### src/hw/dcache_pkg.sv
package dcache_pkg;

	// bus widths
	localparam int ADDR_BITS = 32;
	localparam int DATA_BITS = 64;

	// byte offset inside a 64-bit word
	localparam int ALIGN_BITS = 3;
	// word index inside a line
	localparam int WORD_BITS = 3;
	localparam int WORDS_PER_LINE = 2 ** WORD_BITS;
	// byte offset inside a whole line
	localparam int OFFSET_BITS = ALIGN_BITS + WORD_BITS;

	localparam int INDEX_BITS = 4;
	localparam int NUM_LINES = 2 ** INDEX_BITS;

	// tag covers addr[27:10], the region nibble sits above it
	localparam int TAG_BITS = 28 - OFFSET_BITS - INDEX_BITS;

	// addr[31:28] value of the cacheable window
	localparam logic [3:0] CACHED_REGION = 4'h8;

	typedef logic [ADDR_BITS-1:0] addr_t;
	typedef logic [DATA_BITS-1:0] word_t;
	typedef logic [DATA_BITS/8-1:0] strobe_t;
	typedef logic [INDEX_BITS-1:0] index_t;
	typedef logic [WORD_BITS-1:0] beat_t;
	typedef logic [TAG_BITS-1:0] tag_t;

	// transfer size, bytes = 2**code
	typedef enum logic [1:0] {
		MSIZE1,
		MSIZE2,
		MSIZE4,
		MSIZE8
	} msize_t;

	typedef enum logic {
		BURST_FIXED,
		BURST_INCR
	} burst_t;

	typedef enum logic [1:0] {
		S_IDLE,
		S_WRITEBACK,
		S_FILL,
		S_UNCACHED
	} cache_state_t;

	// per-line metadata
	typedef struct packed {
		logic valid;
		logic dirty;
		tag_t tag;
	} line_meta_t;

	// cpu side, held until data_ok
	typedef struct packed {
		logic valid;
		addr_t addr;
		msize_t size;
		strobe_t strobe;
		word_t data;
	} dbus_req_t;

	typedef struct packed {
		logic data_ok;
		word_t data;
	} dbus_resp_t;

	// memory side, len_last is beats minus one
	typedef struct packed {
		logic valid;
		logic is_write;
		addr_t addr;
		msize_t size;
		strobe_t strobe;
		word_t data;
		beat_t len_last;
		burst_t burst;
	} cbus_req_t;

	typedef struct packed {
		logic ready;
		logic last;
		word_t data;
	} cbus_resp_t;

endpackage

### src/hw/burst_counter.sv
module burst_counter (
	input logic clk,
	input logic reset,
	input logic step,
	output dcache_pkg::beat_t beat
);
	import dcache_pkg::*;

	beat_t beat_next;

	// one count per accepted beat
	// wraps after the last word of a line, so every burst starts at 0
	always_comb begin
		beat_next = beat;
		if (step) begin
			if (beat == beat_t'(WORDS_PER_LINE - 1)) begin
				beat_next = '0;
			end else begin
				beat_next = beat + beat_t'(1);
			end
		end
	end

	always_ff @(posedge clk) begin
		if (reset) begin
			beat <= '0;
		end else begin
			beat <= beat_next;
		end
	end

endmodule

### config.mk
export PLATFORM = sky130hd
export DESIGN_NAME = burst_counter
export DESIGN_NICKNAME = d
export VERILOG_FILES = /design/src/hw/dcache_pkg.sv /design/src/hw/burst_counter.sv
export SDC_FILE = /design/constraint.sdc
export NUM_CORES = 1
export LEC_CHECK = 0
export BUFFER_PORTS_ARGS = -buffer_cell sky130_fd_sc_hd__buf_4
export CORE_AREA = 4 4 41 43
export CTS_BUF_LIST = sky130_fd_sc_hd__clkbuf_4 sky130_fd_sc_hd__clkbuf_8
export DETAILED_ROUTE_END_ITERATION = 8
export DIE_AREA = 0 0 45 47
export HOLD_SLACK_MARGIN = 0.12
export PLACE_DENSITY_LB_ADDON = 0.2
export SLEW_MARGIN = 10
export SYNTH_ARGS = -nofsm -noshare
export SYNTH_HDL_FRONTEND = slang
export SYNTH_SLANG_ARGS = --single-unit
### constraint.sdc
create_clock -name clk -period 1.3 [get_ports clk]
set_clock_uncertainty 0.2 [all_clocks]
set_input_delay 0.195 -clock clk [delete_from_list [all_inputs] [get_ports clk]]
set_output_delay 0.195 -clock clk [all_outputs]
set_load 0.01 [all_outputs]
==> results.toml <==
[outcome]
outcome = "finished with violations"
violations = "setup timing"

[global_routing]
grt_start_max_net_pins = 5
grt_first_pass_wirelength_um = 600
grt_antenna_before_repair = 0
grt_pass1_vias = 150
grtUsageTotal_pct = 4.578
grt_overflow = 0

[yosys]
ys_seq_area_share_pct = 42.48
syn_nets = 18
synth_compound_area_share_pct = 9.735
synth_xor_area_share_pct = 0
synth_async_sr_flop_share_pct = 0
synthAdderAreaFrac_pct = 17.70
synth-edff-count = 0
synth_top_family_by_area = "simple AND/OR/NAND/NOR gates"
ys_top_cells_by_count = "dfxtp_1 (3), ha_1 (2), nand2b_1 (2)"
yosysMostFrequentCell = "dfxtp_1"
synthCells = 13
synth_top_cell_area_share_pct = 42.48
synth-seq-cells = 3
synthTopCellsByArea = "dfxtp_1 (42%), ha_1 (18%), nand2b_1 (8.8%)"
synthMuxAreaShare_pct = 7.080
synth_flop_cell = "dfxtp_1"
syn_area_per_cell_um2 = 10.88
synth.cell_area_um2 = 141.4
synth_top_cell_by_area = "dfxtp_1"
yosys_warnings = 0
yosys.area_share.simple_pct = 23.01
synth_cell_types = 9

[clocking]
h-tree-depth = 1
cts_tree = "built"
clk_latency_ns = 0.23
cts.sinks = 3
clk_pin_slew_worst_paths_ns = 0.04
post_cts_buffers = 0
cts-root-buf = "clkbuf_4"
cts_made_buffers = 3
clockBufferDepth = 2

[drt]
wl_per_cell_um = 8.146
antenna_left = 0
drt_iter0_drc = 2
drc = 0
vias = 136
dr.pass1.iters = 2
dr_wl_met3_um = 25
wl_met1_um = 171
via_per_inst = 3.317
top_layer = "met3"
routed-wl-met2_um = 137
wl_um = 334

[worst_setup_path]
worstSetupPathType = "flip-flop to flip-flop"
cp.buffers_inverters = 0
cp.required_ns = 1.26
startpoint_type = "flip-flop"
worst_setup_path_end_kind = "flip-flop"
cpLargestDelayFamily = "simple AND/OR/NAND/NOR gates"
worstPathArrival_ns = 1.35
slowest_stage = "or3b_4"
path_max_fanout = 2
crit_path_frequent_cell = "ha_4"
path_cells = "ha_4 -> ha_4 -> or3b_4 -> a21oi_2"
max_stage_delay_ns = 0.36

[layout]
diodes = 0
final_util_pct = 22.50
stdcell_count = 41
reg_top3 = "beat (3)"
largest-register = "beat"
area_growth_pct = 107.1
fin_area_um2 = 292.8
final_nets = 32
fillers = 148
drive_gt1_share_pct = 65.38
largest_reg_flops = 3

[timing]
max_freq_mhz = 720.2
hold_slack_ns = 0.1778
setup_viol = 1
tns_ns = -0.08843
period_share_pct = 106.8
slew_headroom_pct = 89.36
drv_slew = 0
tightest_slew_ns = 0.1591
fin_ws_ns = -0.08843
min_period_ns = 1.388
finalHoldViolations = 0
rsz0062_at_grt = "true"

[die]
die_h_um = 47
die-area_mm2 = 0.002115
ios = 6
rows = 13
initial_core_util_pct = 10.87
die_w_um = 45
core_mm2 = 0.001301

[placement]
routabilityCongestion = 0.7363
place_ws_ns = -0.1079
portBuffers = 5
hpwl_um = 246.3
dpl_cell_area_um2 = 240.2
place_inst = 35

[power_and_ir_drop]
power_mw = 0.3323
p_leak_nw = 0.1236
power_frac_comb_pct = 14.2
power_frac_seq_pct = 31.1
power_density_mw_per_mm2 = 1135
power.switching_mw = 0.06789
peakVddDrop_uv = 536.0
switching_share_pct = 20.43
p_clk_share_pct = 54.7
power.internal_mw = 0.2644

[job]
max_cap_violations = 0

[hold_path]
hp-class = "input pin to flip-flop"
-- cell type report --
cell class | instances | area [µm²] | share of cell area (%)
clock buffer | 4 | 30.03 | 10.26
timing repair buffer | 9 | 72.57 | 24.79
tap | 15 | 18.77 | 6.410
multi-input combinational | 10 | 108.9 | 37.18
sequential | 3 | 62.56 | 21.37
-- power by group through the flow --
stage	Sequential (mW)	Combinational (mW)	Clock, mW
after floorplan	0.108	0.0135	0
after detailed placement	0.105	0.0415	0
after global placement	0.105	0.0415	0
after global routing	0.104	0.0538	0.207
after CTS	0.103	0.0464	0.192
final	0.103	0.0473	0.182
-- routing by layer --
metal,GRT usage (%),vias up
met1,4.535,58
met2,5.650,6
met3,4.598,0
met5,0,-
li1,-,72
met4,3.509,0
-- worst paths after layout --
path | cells after the start | endpoint | from | slack [ns]
max | 4 | beat[0] | beat[1] | -0.09
min | 3 | beat[0] | step | 0.18
max reg2reg | 4 | beat[0] | beat[1] | -0.09
min reg2reg | 2 | beat[2] | beat[2] | 0.36
-- tightest hold or removal path, stage by stage --
cell     delay (ns)
buf_4          0.11
or3b_4         0.22
a21oi_2        0.04
-- placed cells by master, fill, tap and decap left out, drive strengths merged --
cell type and instances:
dfxtp 3, a21oi 2, clkbuf 4, buf 7
nand3b 1, nand2b 2, mux2i 1, ha 2
nor2 1, or3b 1, dlygate4sd3 2
-- kinds of logic (layout without fill, tap and decap cells) --
group	Yosys count	after routing
flip-flops	3	3
AO/OA/AOI/OAI	2	2
adder cells (fa/ha/maj)	2	2
buffers and inverters	0	13
multiplexers	1	1
AND/OR/NAND/NOR	5	5
-- repair_timing --
item,in CTS,in global routing
endpoints found under the setup margin,1,1
gates resized for setup,0,1
endpoints found under the hold margin,3,0
pin swaps,3,1
hold buffers,2,0
Power figures use the tool's default switching activity.
