### src/hw/dcache_pkg.sv
package dcache_pkg;

	// bus widths
	localparam int ADDR_BITS = 32;
	localparam int DATA_BITS = 64;

	// byte offset inside a 64-bit word
	localparam int ALIGN_BITS = 3;
	// word index inside a line
	localparam int WORD_BITS = 3;
	localparam int WORDS_PER_LINE = 2 ** WORD_BITS;
	// byte offset inside a whole line
	localparam int OFFSET_BITS = ALIGN_BITS + WORD_BITS;

	localparam int INDEX_BITS = 4;
	localparam int NUM_LINES = 2 ** INDEX_BITS;

	// tag covers addr[27:10], the region nibble sits above it
	localparam int TAG_BITS = 28 - OFFSET_BITS - INDEX_BITS;

	// addr[31:28] value of the cacheable window
	localparam logic [3:0] CACHED_REGION = 4'h8;

	typedef logic [ADDR_BITS-1:0] addr_t;
	typedef logic [DATA_BITS-1:0] word_t;
	typedef logic [DATA_BITS/8-1:0] strobe_t;
	typedef logic [INDEX_BITS-1:0] index_t;
	typedef logic [WORD_BITS-1:0] beat_t;
	typedef logic [TAG_BITS-1:0] tag_t;

	// transfer size, bytes = 2**code
	typedef enum logic [1:0] {
		MSIZE1,
		MSIZE2,
		MSIZE4,
		MSIZE8
	} msize_t;

	typedef enum logic {
		BURST_FIXED,
		BURST_INCR
	} burst_t;

	typedef enum logic [1:0] {
		S_IDLE,
		S_WRITEBACK,
		S_FILL,
		S_UNCACHED
	} cache_state_t;

	// per-line metadata
	typedef struct packed {
		logic valid;
		logic dirty;
		tag_t tag;
	} line_meta_t;

	// cpu side, held until data_ok
	typedef struct packed {
		logic valid;
		addr_t addr;
		msize_t size;
		strobe_t strobe;
		word_t data;
	} dbus_req_t;

	typedef struct packed {
		logic data_ok;
		word_t data;
	} dbus_resp_t;

	// memory side, len_last is beats minus one
	typedef struct packed {
		logic valid;
		logic is_write;
		addr_t addr;
		msize_t size;
		strobe_t strobe;
		word_t data;
		beat_t len_last;
		burst_t burst;
	} cbus_req_t;

	typedef struct packed {
		logic ready;
		logic last;
		word_t data;
	} cbus_resp_t;

endpackage

### src/hw/dcache_ctrl.sv
module dcache_ctrl (
	input logic clk,
	input logic reset,
	input dcache_pkg::dbus_req_t dreq,
	input dcache_pkg::cbus_resp_t cresp,
	input logic hit,
	input dcache_pkg::line_meta_t victim,
	input dcache_pkg::beat_t beat,
	input dcache_pkg::word_t rdata,
	output logic step,
	output logic fill,
	output logic mark_dirty,
	output dcache_pkg::beat_t word_sel,
	output dcache_pkg::strobe_t wen,
	output dcache_pkg::word_t wdata,
	output dcache_pkg::cbus_req_t creq,
	output dcache_pkg::dbus_resp_t dresp
);
	import dcache_pkg::*;

	cache_state_t state;
	cache_state_t state_next;

	logic uncached;
	logic is_write;
	index_t req_index;
	addr_t fill_addr;
	addr_t victim_addr;

	// anything outside 0x8xxxxxxx bypasses the cache
	assign uncached = dreq.addr[ADDR_BITS-1 -: 4] != CACHED_REGION;
	assign is_write = |dreq.strobe;
	assign req_index = dreq.addr[OFFSET_BITS +: INDEX_BITS];

	// line-aligned request address for the fill burst
	assign fill_addr = {dreq.addr[ADDR_BITS-1:OFFSET_BITS], {OFFSET_BITS{1'b0}}};
	// victim rebuilt from its stored tag, same index
	assign victim_addr = {CACHED_REGION, victim.tag, req_index, {OFFSET_BITS{1'b0}}};

	always_comb begin
		state_next = state;
		step = 1'b0;
		fill = 1'b0;
		mark_dirty = 1'b0;
		wen = '0;
		// cpu data unless a fill beat is landing
		wdata = dreq.data;
		// burst beat by default, idle uses the request word
		word_sel = beat;
		dresp.data_ok = 1'b0;
		dresp.data = rdata;

		unique case (state)
			S_IDLE: begin
				word_sel = dreq.addr[ALIGN_BITS +: WORD_BITS];
				if (dreq.valid) begin
					if (uncached) begin
						state_next = S_UNCACHED;
					end else if (hit) begin
						// hit completes now, write commits at this edge
						dresp.data_ok = 1'b1;
						wen = dreq.strobe;
						mark_dirty = is_write;
					end else if (victim.valid && victim.dirty) begin
						state_next = S_WRITEBACK;
					end else begin
						state_next = S_FILL;
					end
				end
			end
			S_WRITEBACK: begin
				// creq.data follows rdata at the current beat
				if (cresp.ready) begin
					step = 1'b1;
					if (cresp.last) begin
						state_next = S_FILL;
					end
				end
			end
			S_FILL: begin
				wdata = cresp.data;
				if (cresp.ready) begin
					step = 1'b1;
					wen = '1;
					if (cresp.last) begin
						// tag valid from next cycle, request then hits
						fill = 1'b1;
						state_next = S_IDLE;
					end
				end
			end
			S_UNCACHED: begin
				dresp.data = cresp.data;
				if (cresp.ready) begin
					dresp.data_ok = 1'b1;
					state_next = S_IDLE;
				end
			end
			default: begin
				state_next = S_IDLE;
			end
		endcase
	end

	// memory request, fields stay put for the whole state
	always_comb begin
		creq = '0;
		creq.valid = state != S_IDLE;
		creq.size = MSIZE8;
		creq.strobe = '1;
		creq.len_last = beat_t'(WORDS_PER_LINE - 1);
		creq.burst = BURST_INCR;
		creq.data = rdata;
		creq.addr = fill_addr;
		unique case (state)
			S_WRITEBACK: begin
				creq.is_write = 1'b1;
				creq.addr = victim_addr;
			end
			S_UNCACHED: begin
				// single beat, passes the cpu request through
				creq.is_write = is_write;
				creq.addr = dreq.addr;
				creq.size = dreq.size;
				creq.strobe = dreq.strobe;
				creq.data = dreq.data;
				creq.len_last = '0;
				creq.burst = BURST_FIXED;
			end
			default: begin
				creq.is_write = 1'b0;
			end
		endcase
	end

	always_ff @(posedge clk) begin
		if (reset) begin
			state <= S_IDLE;
		end else begin
			state <= state_next;
		end
	end

endmodule

### config.mk
export PLATFORM = sky130hd
export DESIGN_NAME = dcache_ctrl
export DESIGN_NICKNAME = d
export VERILOG_FILES = /design/src/hw/dcache_pkg.sv /design/src/hw/dcache_ctrl.sv
export SDC_FILE = /design/constraint.sdc
export NUM_CORES = 1
export LEC_CHECK = 0
export BUFFER_PORTS_ARGS = -buffer_cell sky130_fd_sc_hd__buf_4
export CAP_MARGIN = 0
export CELL_PAD_IN_SITES_DETAIL_PLACEMENT = 2
export CELL_PAD_IN_SITES_GLOBAL_PLACEMENT = 2
export CORE_AREA = 2 2 203 205
export CTS_CLUSTER_SIZE = 8
export DETAILED_ROUTE_END_ITERATION = 16
export DIE_AREA = 0 0 205 207
export HOLD_SLACK_MARGIN = 0.12
export PLACE_DENSITY = 0.67
export SLEW_MARGIN = 20
export SYNTH_ARGS = -nofsm -noshare
export SYNTH_HDL_FRONTEND = slang
export SYNTH_SLANG_ARGS = --single-unit
### constraint.sdc
create_clock -name clk -period 2.31 [get_ports clk]
set_input_delay 0.3465 -clock clk [delete_from_list [all_inputs] [get_ports clk]]
set_output_delay 0.3465 -clock clk [all_outputs]
set_load 0.1 [all_outputs]
==> results <==
- The peak fanout along the critical path is 8.
- The first-pass detailed-route iteration total is 4.
- The wire length of the first global-routing pass is roughly 35000 um.
- Clock skew on the completed layout was measured at roughly 0.00011 ns.
- At the end of the flow, the number of nets in the layout was approximately 1300.
- Adding up every negative setup slack in the final design gives 0 ns.
- The launch point of the worst reg-to-reg path is state[0]$_SDFFE_PP0P_.
- The proportion of layout cells with a drive suffix above 1 is 0.6094.
- In this run the worst hold path is classified as in2reg.
- Dividing total power by cell area gives a power density of approximately 1500 nW/um2.
- The level count of the clock H-tree is 1.
- The share of the Yosys chip area taken by registers is 0.01428.
- The initial core utilization is 0.06946.
- The arrival time at the worst endpoint is between 1.5 and 2 ns.
- From left edge to right edge, the die measures about 210 um.
- The number of clock sinks is 2.
- The count of final hold-check violations is 0.
- The detail route stage leaves a number of antenna-violating nets equal to 0.
- Walking the worst path, the cells encountered are inv_2 -> ha_1 -> and3_2 -> and2_1 -> buf_12 -> a21o_1 -> buf_6.
- The path type of the worst setup path is reg2out.
- The worst reg-to-reg path cell count is 7.
- The area share of the leading cell type in the synthesized netlist is 0.4324.
- STA classifies the critical path startpoint as a flop.
- The via total after detailed routing is ~5500.
- The pin count of the biggest net entering global routing is approximately 70.
- After synthesis, the cell types taking the most area are nand2_1, mux2_2, a22o_1, and2_1, clkbuf_1.
- For this block, the routed nets add up to 24670 um of wire.
- Using the TritonRoute via totals, the vias-per-cell ratio works out to around 3.6.
- Pin placement for this block handled roughly 520 I/O pins.
- The fraction of the cycle the final worst path needs is 0.9411.
- The final critical delay including setup and external delays is approximately 2.2 ns.
- Once placement finished, the instance area stood at between 7000 and 8000 um2.
- Across the VDD grid, the largest voltage drop is 0.0005679 V.
- In the routed design, unresolved DRC markers number 0.
- For this block, the initial DRC count from the detailed router was between 150 and 200.
- The max-cap check violation count is 0.
- The register with the most flip-flops in the final layout is state.
- The number of nets in the synthesized netlist is a little under 800.
- The utilization after layout is 0.1837.
- Broken down by cell family, the worst path's largest delay share belongs to simple AND/OR/NAND/NOR gates.
- After floorplanning, the core was divided into 74 placement rows.
- The count of endpoints failing setup in the final report is 0.
- The analysis attributes to cell leakage a power of 4.010 nW.
- In the final layout, the registers with the most flip-flops are state x2.
- Synthesis inferred 2 register bits.
- For this run, the total global-route usage over all layers was measured as 0.1060.
- The largest single stage delay on the critical path is 0.38 ns.
- The flow ran to the end, and the final reports show no timing, DRC or antenna violations.
- The antenna diode count is 0.
- The clock-pin slew on the worst setup and hold paths is around 0.03 ns.
- The synthesis-to-finish area growth is 164.5%.
- The post-synthesis instance area is ~2800 um2.
- The die covers 42440 um2.
- The core region is 40370 um2.
- The slowest stage cell on the critical path is dfxtp_2.
- The nature of the critical path endpoint is an output pin.
- After layout, the design draws a total of 11.14 mW.
- The TritonCTS clock tree is built.
- The biggest area consumer among synthesized cells is nand2_1.
- Summing all non-filler instances in the final layout gives an area of 7416 um2.
- The average footprint of a synthesized cell is about 5.5 um2.
- Dividing the detail-routed wire length by the instance count gives roughly 16 um.
- The hold path startpoint is reset.
- The total number of yosys warnings is 0.
- The maximum root-to-sink buffer count is 2.
- For the pin with the worst max-slew slack, the measured transition is around 0.48 ns.
- The floorplan step set the die height to approximately 210 um.
- The initial antenna violation count is 0.
- The via count of the first global-routing pass was ~6000.
- Setup repair after global routing left no endpoint under its margin.
- In this run the tightest slew margin relative to its limit is 0.6819.
- The hold path endpoint is state[0]$_SDFFE_PP0P_.
- Yosys mapped the design onto 28 distinct sky130hd cell types.
- The worst endpoint required time is 1.96 ns.
- The critical path contains buffers and inverters numbering 3 combined.
- The source-to-sink clock delay at the later pin of the worst-skew pair is approximately 0.22 ns.
- Derived from the worst setup path, the maximum achievable clock frequency is 460.0 MHz.
- Detailed placement finished with a half-perimeter wire length of 21680 um.
- The minimum setup slack among reg-to-reg paths is approximately 0.43 ns.
- The number of fill cells is approximately 5000.
- The final number of max-transition violations came to 0.
- Counting instances, the worst hold path has a depth of 2.
- The post-route worst hold slack is roughly 0.32 ns.
- The number of clock buffers inserted by TritonCTS is 3.
- Routability-driven placement finished with a final weighted congestion of 0.8379.
- Synthesis handed over a netlist of roughly 510 instances.
- Port buffering added 509 buffers.
- CTS placed an instance of clkbuf_16 at the clock tree root.
- The most critical setup path has its startpoint at state[0]$_SDFFE_PP0P_.
- The terminus of the critical flop-to-flop path is state[0]$_SDFFE_PP0P_.
- After global routing the overflow that remains totals 0.
- The register with the most flip-flops in the layout has 2 of them.
## routing by layer
layer  GRT usage  vias up  share of wire
met5           0        -              0
met1      0.1067     2565           0.35
met3     0.02580       14          0.094
li1            -     2606              -
met2      0.2188      293           0.55
met4     0.01340        0         0.0086
## power by group
group / internal (mW) / switching (mW) / leakage (nW) / total (mW)
Clock: 0.220 / 0.0374 / 0.0370 / 0.257
Combinational: 2.30 / 8.50 / 3.96 / 10.8
Sequential: 0.0542 / 0.0274 / 0.0172 / 0.0816
## cell usage after synthesis
| cell | instances |
|---|---|
| nor2_1 | 2 |
| nor3_2 | 1 |
| nand2_1 | 323 |
| nor4b_2 | 1 |
| o21bai_1 | 1 |
| a22o_1 | 18 |
| nor4_1 | 2 |
| and3_1 | 2 |
| or2_2 | 2 |
| or4b_1 | 1 |
| buf_4 | 7 |
| a21boi_0 | 1 |
| o221ai_2 | 1 |
| and2_1 | 12 |
| buf_1 | 5 |
| a41o_1 | 1 |
| dfxtp_1 | 2 |
| nand2b_1 | 10 |
| a21oi_1 | 4 |
| inv_1 | 4 |
| a21o_1 | 8 |
| or4_1 | 1 |
| ha_1 | 5 |
| buf_2 | 13 |
| o31ai_1 | 1 |
| o21ai_0 | 1 |
| mux2_2 | 67 |
| clkbuf_1 | 18 |
## logic make-up after synthesis
family	synth area share
muxes	0.2691
AOI/OAI and AO/OA	0.1035
DFF	0.01428
adders and majority gates	0.02231
buffers and inverters	0.07809
and+or+nand+nor	0.5127
## cell usage in the layout (no fill, tap or decap), drive strengths merged
master / instances
buf: 522
nand2: 323
mux2: 67
a22o: 18
and2: 12
nand2b: 10
a21o: 8
ha: 5
inv: 4
a21oi: 4
clkbuf: 3
or2: 2
nor4: 2
nor2: 2
dfxtp: 2
and3: 2
nor4b: 1
nor3: 1
o21bai: 1
o221ai: 1
a41o: 1
or4: 1
o31ai: 1
o21ai: 1
a21boi: 1
or4b: 1
## through the flow
step	setup WS [ns]	cells
2_1_floorplan	-0.06021	514
3_3_place_gp	0.1233	1525
3_5_place_dp	0.06459	1525
4_1_cts	0.006871	1528
5_1_grt	0.04429	1528
6_report	0.1361	1528
## repair_timing
action,in CTS,in global routing
endpoints found under the setup margin,8,28
hold buffers,0,0
setup buffers,0,0
resized for setup,1,12
## worst reg2reg max path, delay by kind of cell (launching register included)
kind | cells | cell delay, ns
AO/OA/AOI/OAI | 3 | 0.46
AND/OR/NAND/NOR | 1 | 0.51
buffers and inverters | 2 | 0.25
flip-flops | 1 | 0.38
adder cells (fa/ha/maj) | 1 | 0.19
## worst max-delay path by stage
stage	end	slack, ns	depth (start not counted)
global route	wen[5]	0.04	7
CTS	wen[0]	0.007	7
detailed placement	wen[0]	0.06	7
finish	wen[3]	0.14	7
global placement	wen[0]	0.12	7
floorplan	dresp[64]	-0.06	5
## cell type report
| type | instances | area, um2 | area share |
|---|---|---|---|
| Timing Repair Buffer | 522 | 4036 | 0.5443 |
| Multi-Input combinational cell | 465 | 2581 | 0.3481 |
| Tap cell | 532 | 665.6 | 0.08976 |
| Clock buffer | 3 | 75.07 | 0.01012 |
| Sequential cell | 2 | 42.54 | 0.005736 |
| Inverter | 4 | 15.01 | 0.002025 |
Note: power is estimated with default switching activity, not from simulation.
