$ cat src/hw/dcache_pkg.sv
package dcache_pkg;

	// bus widths
	localparam int ADDR_BITS = 32;
	localparam int DATA_BITS = 64;

	// byte offset inside a 64-bit word
	localparam int ALIGN_BITS = 3;
	// word index inside a line
	localparam int WORD_BITS = 3;
	localparam int WORDS_PER_LINE = 2 ** WORD_BITS;
	// byte offset inside a whole line
	localparam int OFFSET_BITS = ALIGN_BITS + WORD_BITS;

	localparam int INDEX_BITS = 4;
	localparam int NUM_LINES = 2 ** INDEX_BITS;

	// tag covers addr[27:10], the region nibble sits above it
	localparam int TAG_BITS = 28 - OFFSET_BITS - INDEX_BITS;

	// addr[31:28] value of the cacheable window
	localparam logic [3:0] CACHED_REGION = 4'h8;

	typedef logic [ADDR_BITS-1:0] addr_t;
	typedef logic [DATA_BITS-1:0] word_t;
	typedef logic [DATA_BITS/8-1:0] strobe_t;
	typedef logic [INDEX_BITS-1:0] index_t;
	typedef logic [WORD_BITS-1:0] beat_t;
	typedef logic [TAG_BITS-1:0] tag_t;

	// transfer size, bytes = 2**code
	typedef enum logic [1:0] {
		MSIZE1,
		MSIZE2,
		MSIZE4,
		MSIZE8
	} msize_t;

	typedef enum logic {
		BURST_FIXED,
		BURST_INCR
	} burst_t;

	typedef enum logic [1:0] {
		S_IDLE,
		S_WRITEBACK,
		S_FILL,
		S_UNCACHED
	} cache_state_t;

	// per-line metadata
	typedef struct packed {
		logic valid;
		logic dirty;
		tag_t tag;
	} line_meta_t;

	// cpu side, held until data_ok
	typedef struct packed {
		logic valid;
		addr_t addr;
		msize_t size;
		strobe_t strobe;
		word_t data;
	} dbus_req_t;

	typedef struct packed {
		logic data_ok;
		word_t data;
	} dbus_resp_t;

	// memory side, len_last is beats minus one
	typedef struct packed {
		logic valid;
		logic is_write;
		addr_t addr;
		msize_t size;
		strobe_t strobe;
		word_t data;
		beat_t len_last;
		burst_t burst;
	} cbus_req_t;

	typedef struct packed {
		logic ready;
		logic last;
		word_t data;
	} cbus_resp_t;

endpackage

$ cat src/hw/tag_store.sv
module tag_store (
	input logic clk,
	input logic reset,
	input dcache_pkg::index_t index,
	input dcache_pkg::tag_t lookup_tag,
	input logic fill,
	input logic mark_dirty,
	output logic hit,
	output dcache_pkg::line_meta_t victim
);
	import dcache_pkg::*;

	// state bits, cleared on reset
	logic [NUM_LINES-1:0] valid_bits;
	logic [NUM_LINES-1:0] dirty_bits;
	// tag array
	tag_t tags [NUM_LINES];

	// current occupant of the indexed line
	assign victim.valid = valid_bits[index];
	assign victim.dirty = dirty_bits[index];
	assign victim.tag = tags[index];

	assign hit = victim.valid && (victim.tag == lookup_tag);

	// new line arrives clean
	always_ff @(posedge clk) begin
		if (reset) begin
			valid_bits <= '0;
			dirty_bits <= '0;
		end else if (fill) begin
			valid_bits[index] <= 1'b1;
			dirty_bits[index] <= 1'b0;
		end else if (mark_dirty) begin
			dirty_bits[index] <= 1'b1;
		end
	end

	// tag written together with valid on fill
	always_ff @(posedge clk) begin
		if (fill) begin
			tags[index] <= lookup_tag;
		end
	end

endmodule

$ cat config.mk
export PLATFORM = sky130hd
export DESIGN_NAME = tag_store
export DESIGN_NICKNAME = d
export VERILOG_FILES = /design/src/hw/dcache_pkg.sv /design/src/hw/tag_store.sv
export SDC_FILE = /design/constraint.sdc
export NUM_CORES = 1
export LEC_CHECK = 0
export ABC_AREA = 1
export BUFFER_PORTS_ARGS = -buffer_cell sky130_fd_sc_hd__buf_2
export CAP_MARGIN = 20
export CORE_MARGIN = 2
export CORE_UTILIZATION = 25
export CTS_CLUSTER_DIAMETER = 50
export DETAILED_ROUTE_END_ITERATION = 16
export GPL_TIMING_DRIVEN = 0
export PLACE_DENSITY = 0.45
export SLEW_MARGIN = 20
export SYNTH_ARGS = -nofsm -noshare
export SYNTH_HDL_FRONTEND = slang
export SYNTH_SLANG_ARGS = --single-unit
$ cat constraint.sdc
create_clock -name clk -period 4 [get_ports clk]
set_input_delay 0.8 -clock clk [delete_from_list [all_inputs] [get_ports clk]]
set_output_delay 0.8 -clock clk [all_outputs]
set_load 0.02 [all_outputs]
==> key figures, run 1 <==
Final layout
  – Fillcell total: 5,524
  – Commonest non-fill, non-tap cell in the layout: nand2_1
  – Nets: 1,505
  – Commonest non-fill, non-tap cells in the layout: 725 x nand2_1, 288 x edfxtp_1, 79 x inv_1
  – Number of diodes: 0
  – Share of post-route cells with drive strength above 1: 0.135
  – Layout area overhead: 20.4%

CTS
  – Num CTS Buffers: 36
  – Worst-Skew Late Latency: between 0.5 and 0.6 ns
  – CTS sink cnt: 320
  – Clock Tree Buf Depth: 3
  – Root buffer cell: clkbuf_16
  – Clock transition at the registers of the reported paths: 0.05 ns
  – H-tree depth: 2
  – Post-CTS setup buffers: 0
  – CTS tree: yes

Detailed routing
  – DRT iter0 DRCs: 811
  – Detailed Route WL: 40,600 um
  – Antenna Violating Nets Remaining: 0
  – Via Count: between 9,000 and 10,000
  – Routed wire per std cell: 18.5 um
  – Via-to-Cell Ratio: roughly 4.4
  – Drt pass-1 iters: 5
  – DR DRC count: 0

STA
  – Slew Limit Fails: 0
  – Post-layout worst setup margin: 0.139 ns
  – Final period utilization: 0.965
  – Final Hold Vio Count: 0
  – Slew @ Worst Pin: 1.06 ns
  – Min Tclk post-route: roughly 3.9 ns
  – Max transition margin: 0.292
  – Unrepaired setup endpoints after global routing: false
  – # setup viols final: 0
  – Max Clock Skew: 0 ns
  – Worst Hold Slack: 0.455 ns
  – F_max: around 260 MHz

Worst setup path
  – Worst EP required: 3.20 ns
  – CP dominant cell by count: nand2_1
  – Worst path max stage delay: 0.22 ns
  – Worst Setup End Kind: output port
  – Worst setup SP type: input pin
  – Critical Path AT: 3.06 ns
  – Delay-heaviest family, CP: simple AND/OR/NAND/NOR gates
  – CP Max Fanout: 10
  – Worst-path cell chain: buf_2, buf_4, nand2_4, inv_4, buf_6, nand2_1, nand3_1, nand2_1, nand4_1, nand2_1, nand2_1, nand2_1, nor2_2, nand3_1, nor2_2, buf_2
  – CP max-delay cell: buf_4
  – Setup CP Type: input pin to output port
  – CP bufs+invs: 5

Die
  – DIE WIDTH: 237 um
  – Ports: 47
  – Die span in y: 237 um
  – Cell row count: 85
  – Die Area: between 0.05 and 0.06 sq mm
  – Core area: 0.0537 sq mm
  – Initial Util: 0.252

Global route
  – First-pass GRT wire length: between 60,000 and 70,000 um
  – Antenna violations before repair: 2
  – Vias in the first global route: approximately 9,400
  – Largest net degree at the start of global routing: 21
  – Total GRT Usage: 0.146
  – Total global routing overflow: 0

Synthesis
  – Netlist cell types: 24
  – Syn Inst Count: approximately 1,400
  – Yosys warnings: 0
  – #FFs+latches synth: 320
  – Synthesized net count: around 1,400
  – Synth Area per Inst: 9.91 sq um
  – Sequential share of the synthesized area: 0.686
  – Synth Cell Area: 0.0135 sq mm

Placement
  – IO buf count: 44
  – Post-DP HPWL: ~28,000 um
  – GPL Wtd Cong: between 0.7 and 0.8
  – Worst slack, placed: -0.369 ns

Pwr
  – PD cells: between 400 and 500 mW/mm^2
  – Leakage: ~6.6 nW
  – Psw: 0.00175 W
  – Clk pwr share: 0.424
  – Sw Ratio: 0.234
  – Pint: 0.00574 W
  – Total Power: 0.00749 W
  – Combinational cell fraction of total power: 0.079
  – Part of the power in registers: 0.497
  – Worst VDD drop: 0.234 mV

Job
  – Max-cap violations: 0

Worst hold path
  – HP Class: flop to flop

Outcome
  – Status: complete, no violations
==> final cells by class <==
| class | instances | area, sq um | share of cell area |
|---|---|---|---|
| clock buffer | 46 | 993 | 0.0609 |
| sequential | 320 | 9290 | 0.570 |
| tap | 696 | 871 | 0.0534 |
| inverter | 84 | 322 | 0.0197 |
| timing repair buffer | 74 | 626 | 0.0384 |
| multi-input combinational | 906 | 3760 | 0.231 |
| clock inverter | 14 | 114 | 0.00698 |
| buffer | 57 | 329 | 0.0202 |
==> cells in the mapped netlist <==
cell type	instances	area, sq um
a211oi_1	15	113
a21oi_1	11	55.1
buf_1	11	41.3
buf_2	24	120
buf_4	3	22.5
buf_6	4	45.0
clkbuf_1	15	56.3
clkinv_1	1	3.75
dfxtp_1	32	641
edfxtp_1	288	8650
inv_1	80	300
inv_2	3	11.3
nand2_1	726	2730
nand2_2	1	6.26
nand2_4	1	11.3
nand3_1	36	180
nand4_1	10	62.6
nor2_1	64	240
nor2_4	1	11.3
nor3_1	11	55.1
o21ai_0	15	75.1
o21ai_1	1	5.00
o21ba_2	7	70.1
o22ai_1	7	43.8
==> state kept, by name, indices dropped and copies added, names as in the netlist, named ones only <==
| signal | count |
|---|---|
| tags | 288 |
| valid_bits | 16 |
==> worst paths after layout <==
path,startpoint,endpoint,slack [ns],cells after the start
hold / removal,valid_bits[8],valid_bits[8],0.46,2
setup / recovery,index[1],hit,0.14,16
hold reg to reg,valid_bits[8],valid_bits[8],0.46,2
setup reg to reg,flop,flop,3.29,2
==> tightest hold or removal path: stages (launching register included) <==
cell	delay (ns)
dfxtp_1	0.29
inv_1	0.06
a21oi_1	0.06
==> power by group through the flow <==
stage | clock network, W | registers [W] | logic (W)
floorplan | 0 | 0.00379 | 0.000326
global placement | 0 | 0.00380 | 0.000571
detailed placement | 0 | 0.00379 | 0.000593
CTS | 0.00324 | 0.00372 | 0.000600
global route | 0.00337 | 0.00373 | 0.000665
finish | 0.00317 | 0.00372 | 0.000593
==> logic make-up after synthesis <==
logic type | Yosys count | share of synthesized area
simple gates | 850 | 0.243
flops | 320 | 0.686
buf+inv | 141 | 0.0443
compound gates | 56 | 0.0267
==> what timing repair did <==
| item | 4_1_cts | 5_1_grt |
|---|---|---|
| setup endpoints to repair | 1 | 1 |
| resized for setup | 21 | 14 |
| hold buffers | 0 | 0 |
==> stage by stage <==
stage               cells  setup TNS (ns)  utilization  area, sq um
floorplan            1367               0            -        13500
global placement     2107         -343.51        0.272        14600
detailed placement   2136          -0.369        0.281        15100
CTS                  2196               0        0.303        16300
global route         2197               0        0.304        16300
finish               2197               0        0.304        16300
==> per-layer routing <==
metal | track usage | part of all wire | vias to the layer above | routed length, um
li1 | - | - | 4679 | -
met1 | 0.208 | 0.48 | 4584 | 19300
met2 | 0.230 | 0.45 | 249 | 18200
met3 | 0.0219 | 0.054 | 65 | 2200
met4 | 0.0378 | 0.022 | 2 | 888
met5 | 0 | 0.00027 | - | 11
Note: power is estimated with default switching activity, not from simulation.
==> run 2: changes to the inputs <==
PLACE_DENSITY = 0.46   (was 0.45)
clock period = 3.4 ns   (was 4 ns; I/O delays follow)
==> run 2 against run 1 <==
- cell count up 0.32%
- clock power up 20%
- setup slack worse by 0.030 ns
- non-clock buffer count up 5
- utilization up 0.43 points
- combinational power up 24%
- via count up 0.38%
- sequential share of layout area down 0.80 points
- total power up 19%
- sequential power up 18%
- count of clock-buffer cells in the layout down 2
- first-iteration DRC count down 12%
==> key figures, run 2 (synthesized netlist as in run 1, its figures left out) <==
Detailed routing
  – DRT iter0 DRCs: 716 (-12%)
  – Detailed Route WL: 40,500 um (-0.19%)
  – DR DRC count: 0 (unchanged)
  – Antenna Violating Nets Remaining: 0 (unchanged)
  – Via-to-Cell Ratio: 4.36 (about the same)
  – Via Count: 9,615 (+0.38%)
  – Drt pass-1 iters: 5 (unchanged)
  – Routed wire per std cell: 18.4 um (-0.51%)

STA
  – Unrepaired setup endpoints after global routing: false
  – F_max: 304 MHz
  – Max Clock Skew: 0 ns (unchanged)
  – Max transition margin: 0.274 (-0.0173)
  – Slew Limit Fails: 0 (unchanged)
  – # setup viols final: 0 (unchanged)
  – Final period utilization: 0.968
  – Slew @ Worst Pin: 1.09 ns (+0.0259 ns)
  – Min Tclk post-route: around 3.3 ns
  – Post-layout worst setup margin: 0.108 ns (-0.0305 ns)
  – Final Hold Vio Count: 0 (unchanged)
  – Worst Hold Slack: 0.457 ns (+0.00199 ns)

Global route
  – Largest net degree at the start of global routing: 21 (unchanged)
  – Total GRT Usage: 0.144 (-0.00157)
  – Total global routing overflow: 0 (unchanged)
  – Vias in the first global route: 9,104 (-2.8%)
  – Antenna violations before repair: 0 (-2)
  – First-pass GRT wire length: 59,400 um (-1.6%)

Die
  – Ports: 47 (unchanged)
  – Cell row count: 85 (unchanged)
  – Die span in y: 237 um (unchanged)
  – Initial Util: 0.252 (unchanged)
  – Die Area: 0.0561 sq mm (unchanged)
  – Core area: 0.0537 sq mm (unchanged)
  – DIE WIDTH: 237 um (unchanged)

Worst hold path
  – Sink of the worst hold path: valid_bits[8]
  – HP Start: valid_bits[8]
  – Hold depth: 2 (unchanged)
  – HP Class: flop to flop

Pwr
  – Worst VDD drop: 0.263 mV (+13%)
  – Leakage: 6.66 nW (+1.3%)
  – PD cells: 539 mW/mm^2 (+17%)

Worst setup path
  – Worst-path cell chain: buf_2, inv_4, nor2_4, clkbuf_4, nand2_1, nand3_1, nand2_1, nand2_1, inv_1, nand2_1, nor2_1, nor2_1, nand2_1, nor2_1, nand2_1, nor2_4, buf_4
  – Setup CP Type: input pin to output port
  – Worst setup SP type: input pin
  – CP dominant cell by count: nand2_1
  – Worst path max stage delay: 0.28 ns (+0.06 ns)
  – Worst EP required: 2.72 ns (-0.48 ns)
  – Delay-heaviest family, CP: simple AND/OR/NAND/NOR gates
  – CP bufs+invs: 5 (unchanged)
  – Critical Path AT: 2.61 ns (-0.45 ns)
  – CP max-delay cell: clkbuf_4
  – Worst Setup End Kind: output port
  – R2R setup slack: 2.67 ns (-0.62 ns)
  – Cells on worst reg2reg path: 2 (unchanged)
  – CP Max Fanout: 10 (unchanged)

CTS
  – Clock Tree Buf Depth: 3 (unchanged)
  – Num CTS Buffers: 37 (+2.8%)
  – Clock transition at the registers of the reported paths: 0.06 ns (about the same)
  – H-tree depth: 2 (unchanged)
  – Worst-Skew Late Latency: 0.53 ns (about the same)
  – CTS tree: yes
  – Cts hold-fix bufs: 0 (unchanged)
  – Root buffer cell: clkbuf_16
  – CTS sink cnt: 320 (unchanged)

Final layout
  – Commonest non-fill, non-tap cell in the layout: nand2_1
  – Nets: 1,511 (+0.40%)
  – Number of diodes: 0 (unchanged)
  – Reg with most FFs: tags
  – Share of post-route cells with drive strength above 1: 0.152 (+0.0173)
  – Biggest regs: tags: 288 flops, valid_bits: 16 flops
  – Max reg flops: 288 (unchanged)
  – Commonest non-fill, non-tap cells in the layout: 721 x nand2_1, 288 x edfxtp_1, 80 x inv_1
  – Layout area overhead: 22.1%
  – Core Util, Final: 0.308 (+0.00433)

Outcome
  – Status: complete, no violations

Placement
  – Worst slack, placed: -0.689 ns (-0.320 ns)
  – IO buf count: 44 (unchanged)
  – GPL Wtd Cong: 0.810 (+5.7%)
  – Post-DP HPWL: 27,400 um (-0.50%)

Job
  – Max-cap violations: 0 (unchanged)
## run 2: per-layer routing
| metal | wire (um) | track usage | vias up |
|---|---|---|---|
| met3 | 1860 | 0.0230 | 53 |
| li1 | - | - | 4694 |
| met2 | 18300 | 0.226 | 211 |
| met5 | 0 | 0 | - |
| met4 | 634 | 0.0309 | 0 |
| met1 | 19800 | 0.209 | 4657 |
## run 2: layout make-up
cell class	instances	area (sq um)
fillers	5512	37200
flip-flops and latches	320	9290
multi-input cells	906	3840
clock buffers	44	962
well taps	696	871
repair buffers	79	661
plain buffers	57	418
inverters	84	330
clock inverters	18	165
## run 2: worst max path at each step
stage | slack [ns] | endpoint | startpoint | cells past startpoint
final | 0.11 | hit | index[1] | 17
after global routing | 0.007 | hit | index[0] | 18
after CTS | 0.006 | hit | index[1] | 16
after detailed placement | -0.69 | hit | index[2] | 14
after global placement | -2.40 | tags[5][17] | index[2] | 6
after floorplan | 0.27 | tags[2][0] | index[2] | 4
## run 2: worst reg2reg max path, cell delays in order (launching register included)
cell      delay [ns]
dfxtp_1         0.32
inv_1           0.05
a211oi_1        0.26
## run 2: repair_timing
action	CTS	global route
endpoints found under the setup margin	2	1
resized for setup	57	38
hold endpoints to repair	0	0
buffers inserted	0	5
pin swaps	0	4
## run 2: where the power goes
part | total, W | leakage, nW | switching, W | internal (W)
Sequential | 0.00438 | 2.86 | 0.0000171 | 0.00436
Combinational | 0.000737 | 3.25 | 0.000526 | 0.000211
Clock | 0.00379 | 0.553 | 0.00161 | 0.00218
Total | 0.00891 | 6.66 | 0.00215 | 0.00676
## run 2: per-stage QoR
stage / total power (W) / setup TNS (ns) / cell area, sq um / cells
3_3_place_gp: 0.00514 / -480.50 / 14600 / 2107
5_1_grt: 0.00924 / 0 / 16500 / 2204
3_5_place_dp: 0.00516 / -0.689 / 15100 / 2136
4_1_cts: 0.00897 / 0 / 16400 / 2198
6_report: 0.00891 / 0 / 16500 / 2204
2_1_floorplan: 0.00485 / 0 / 13500 / 1367
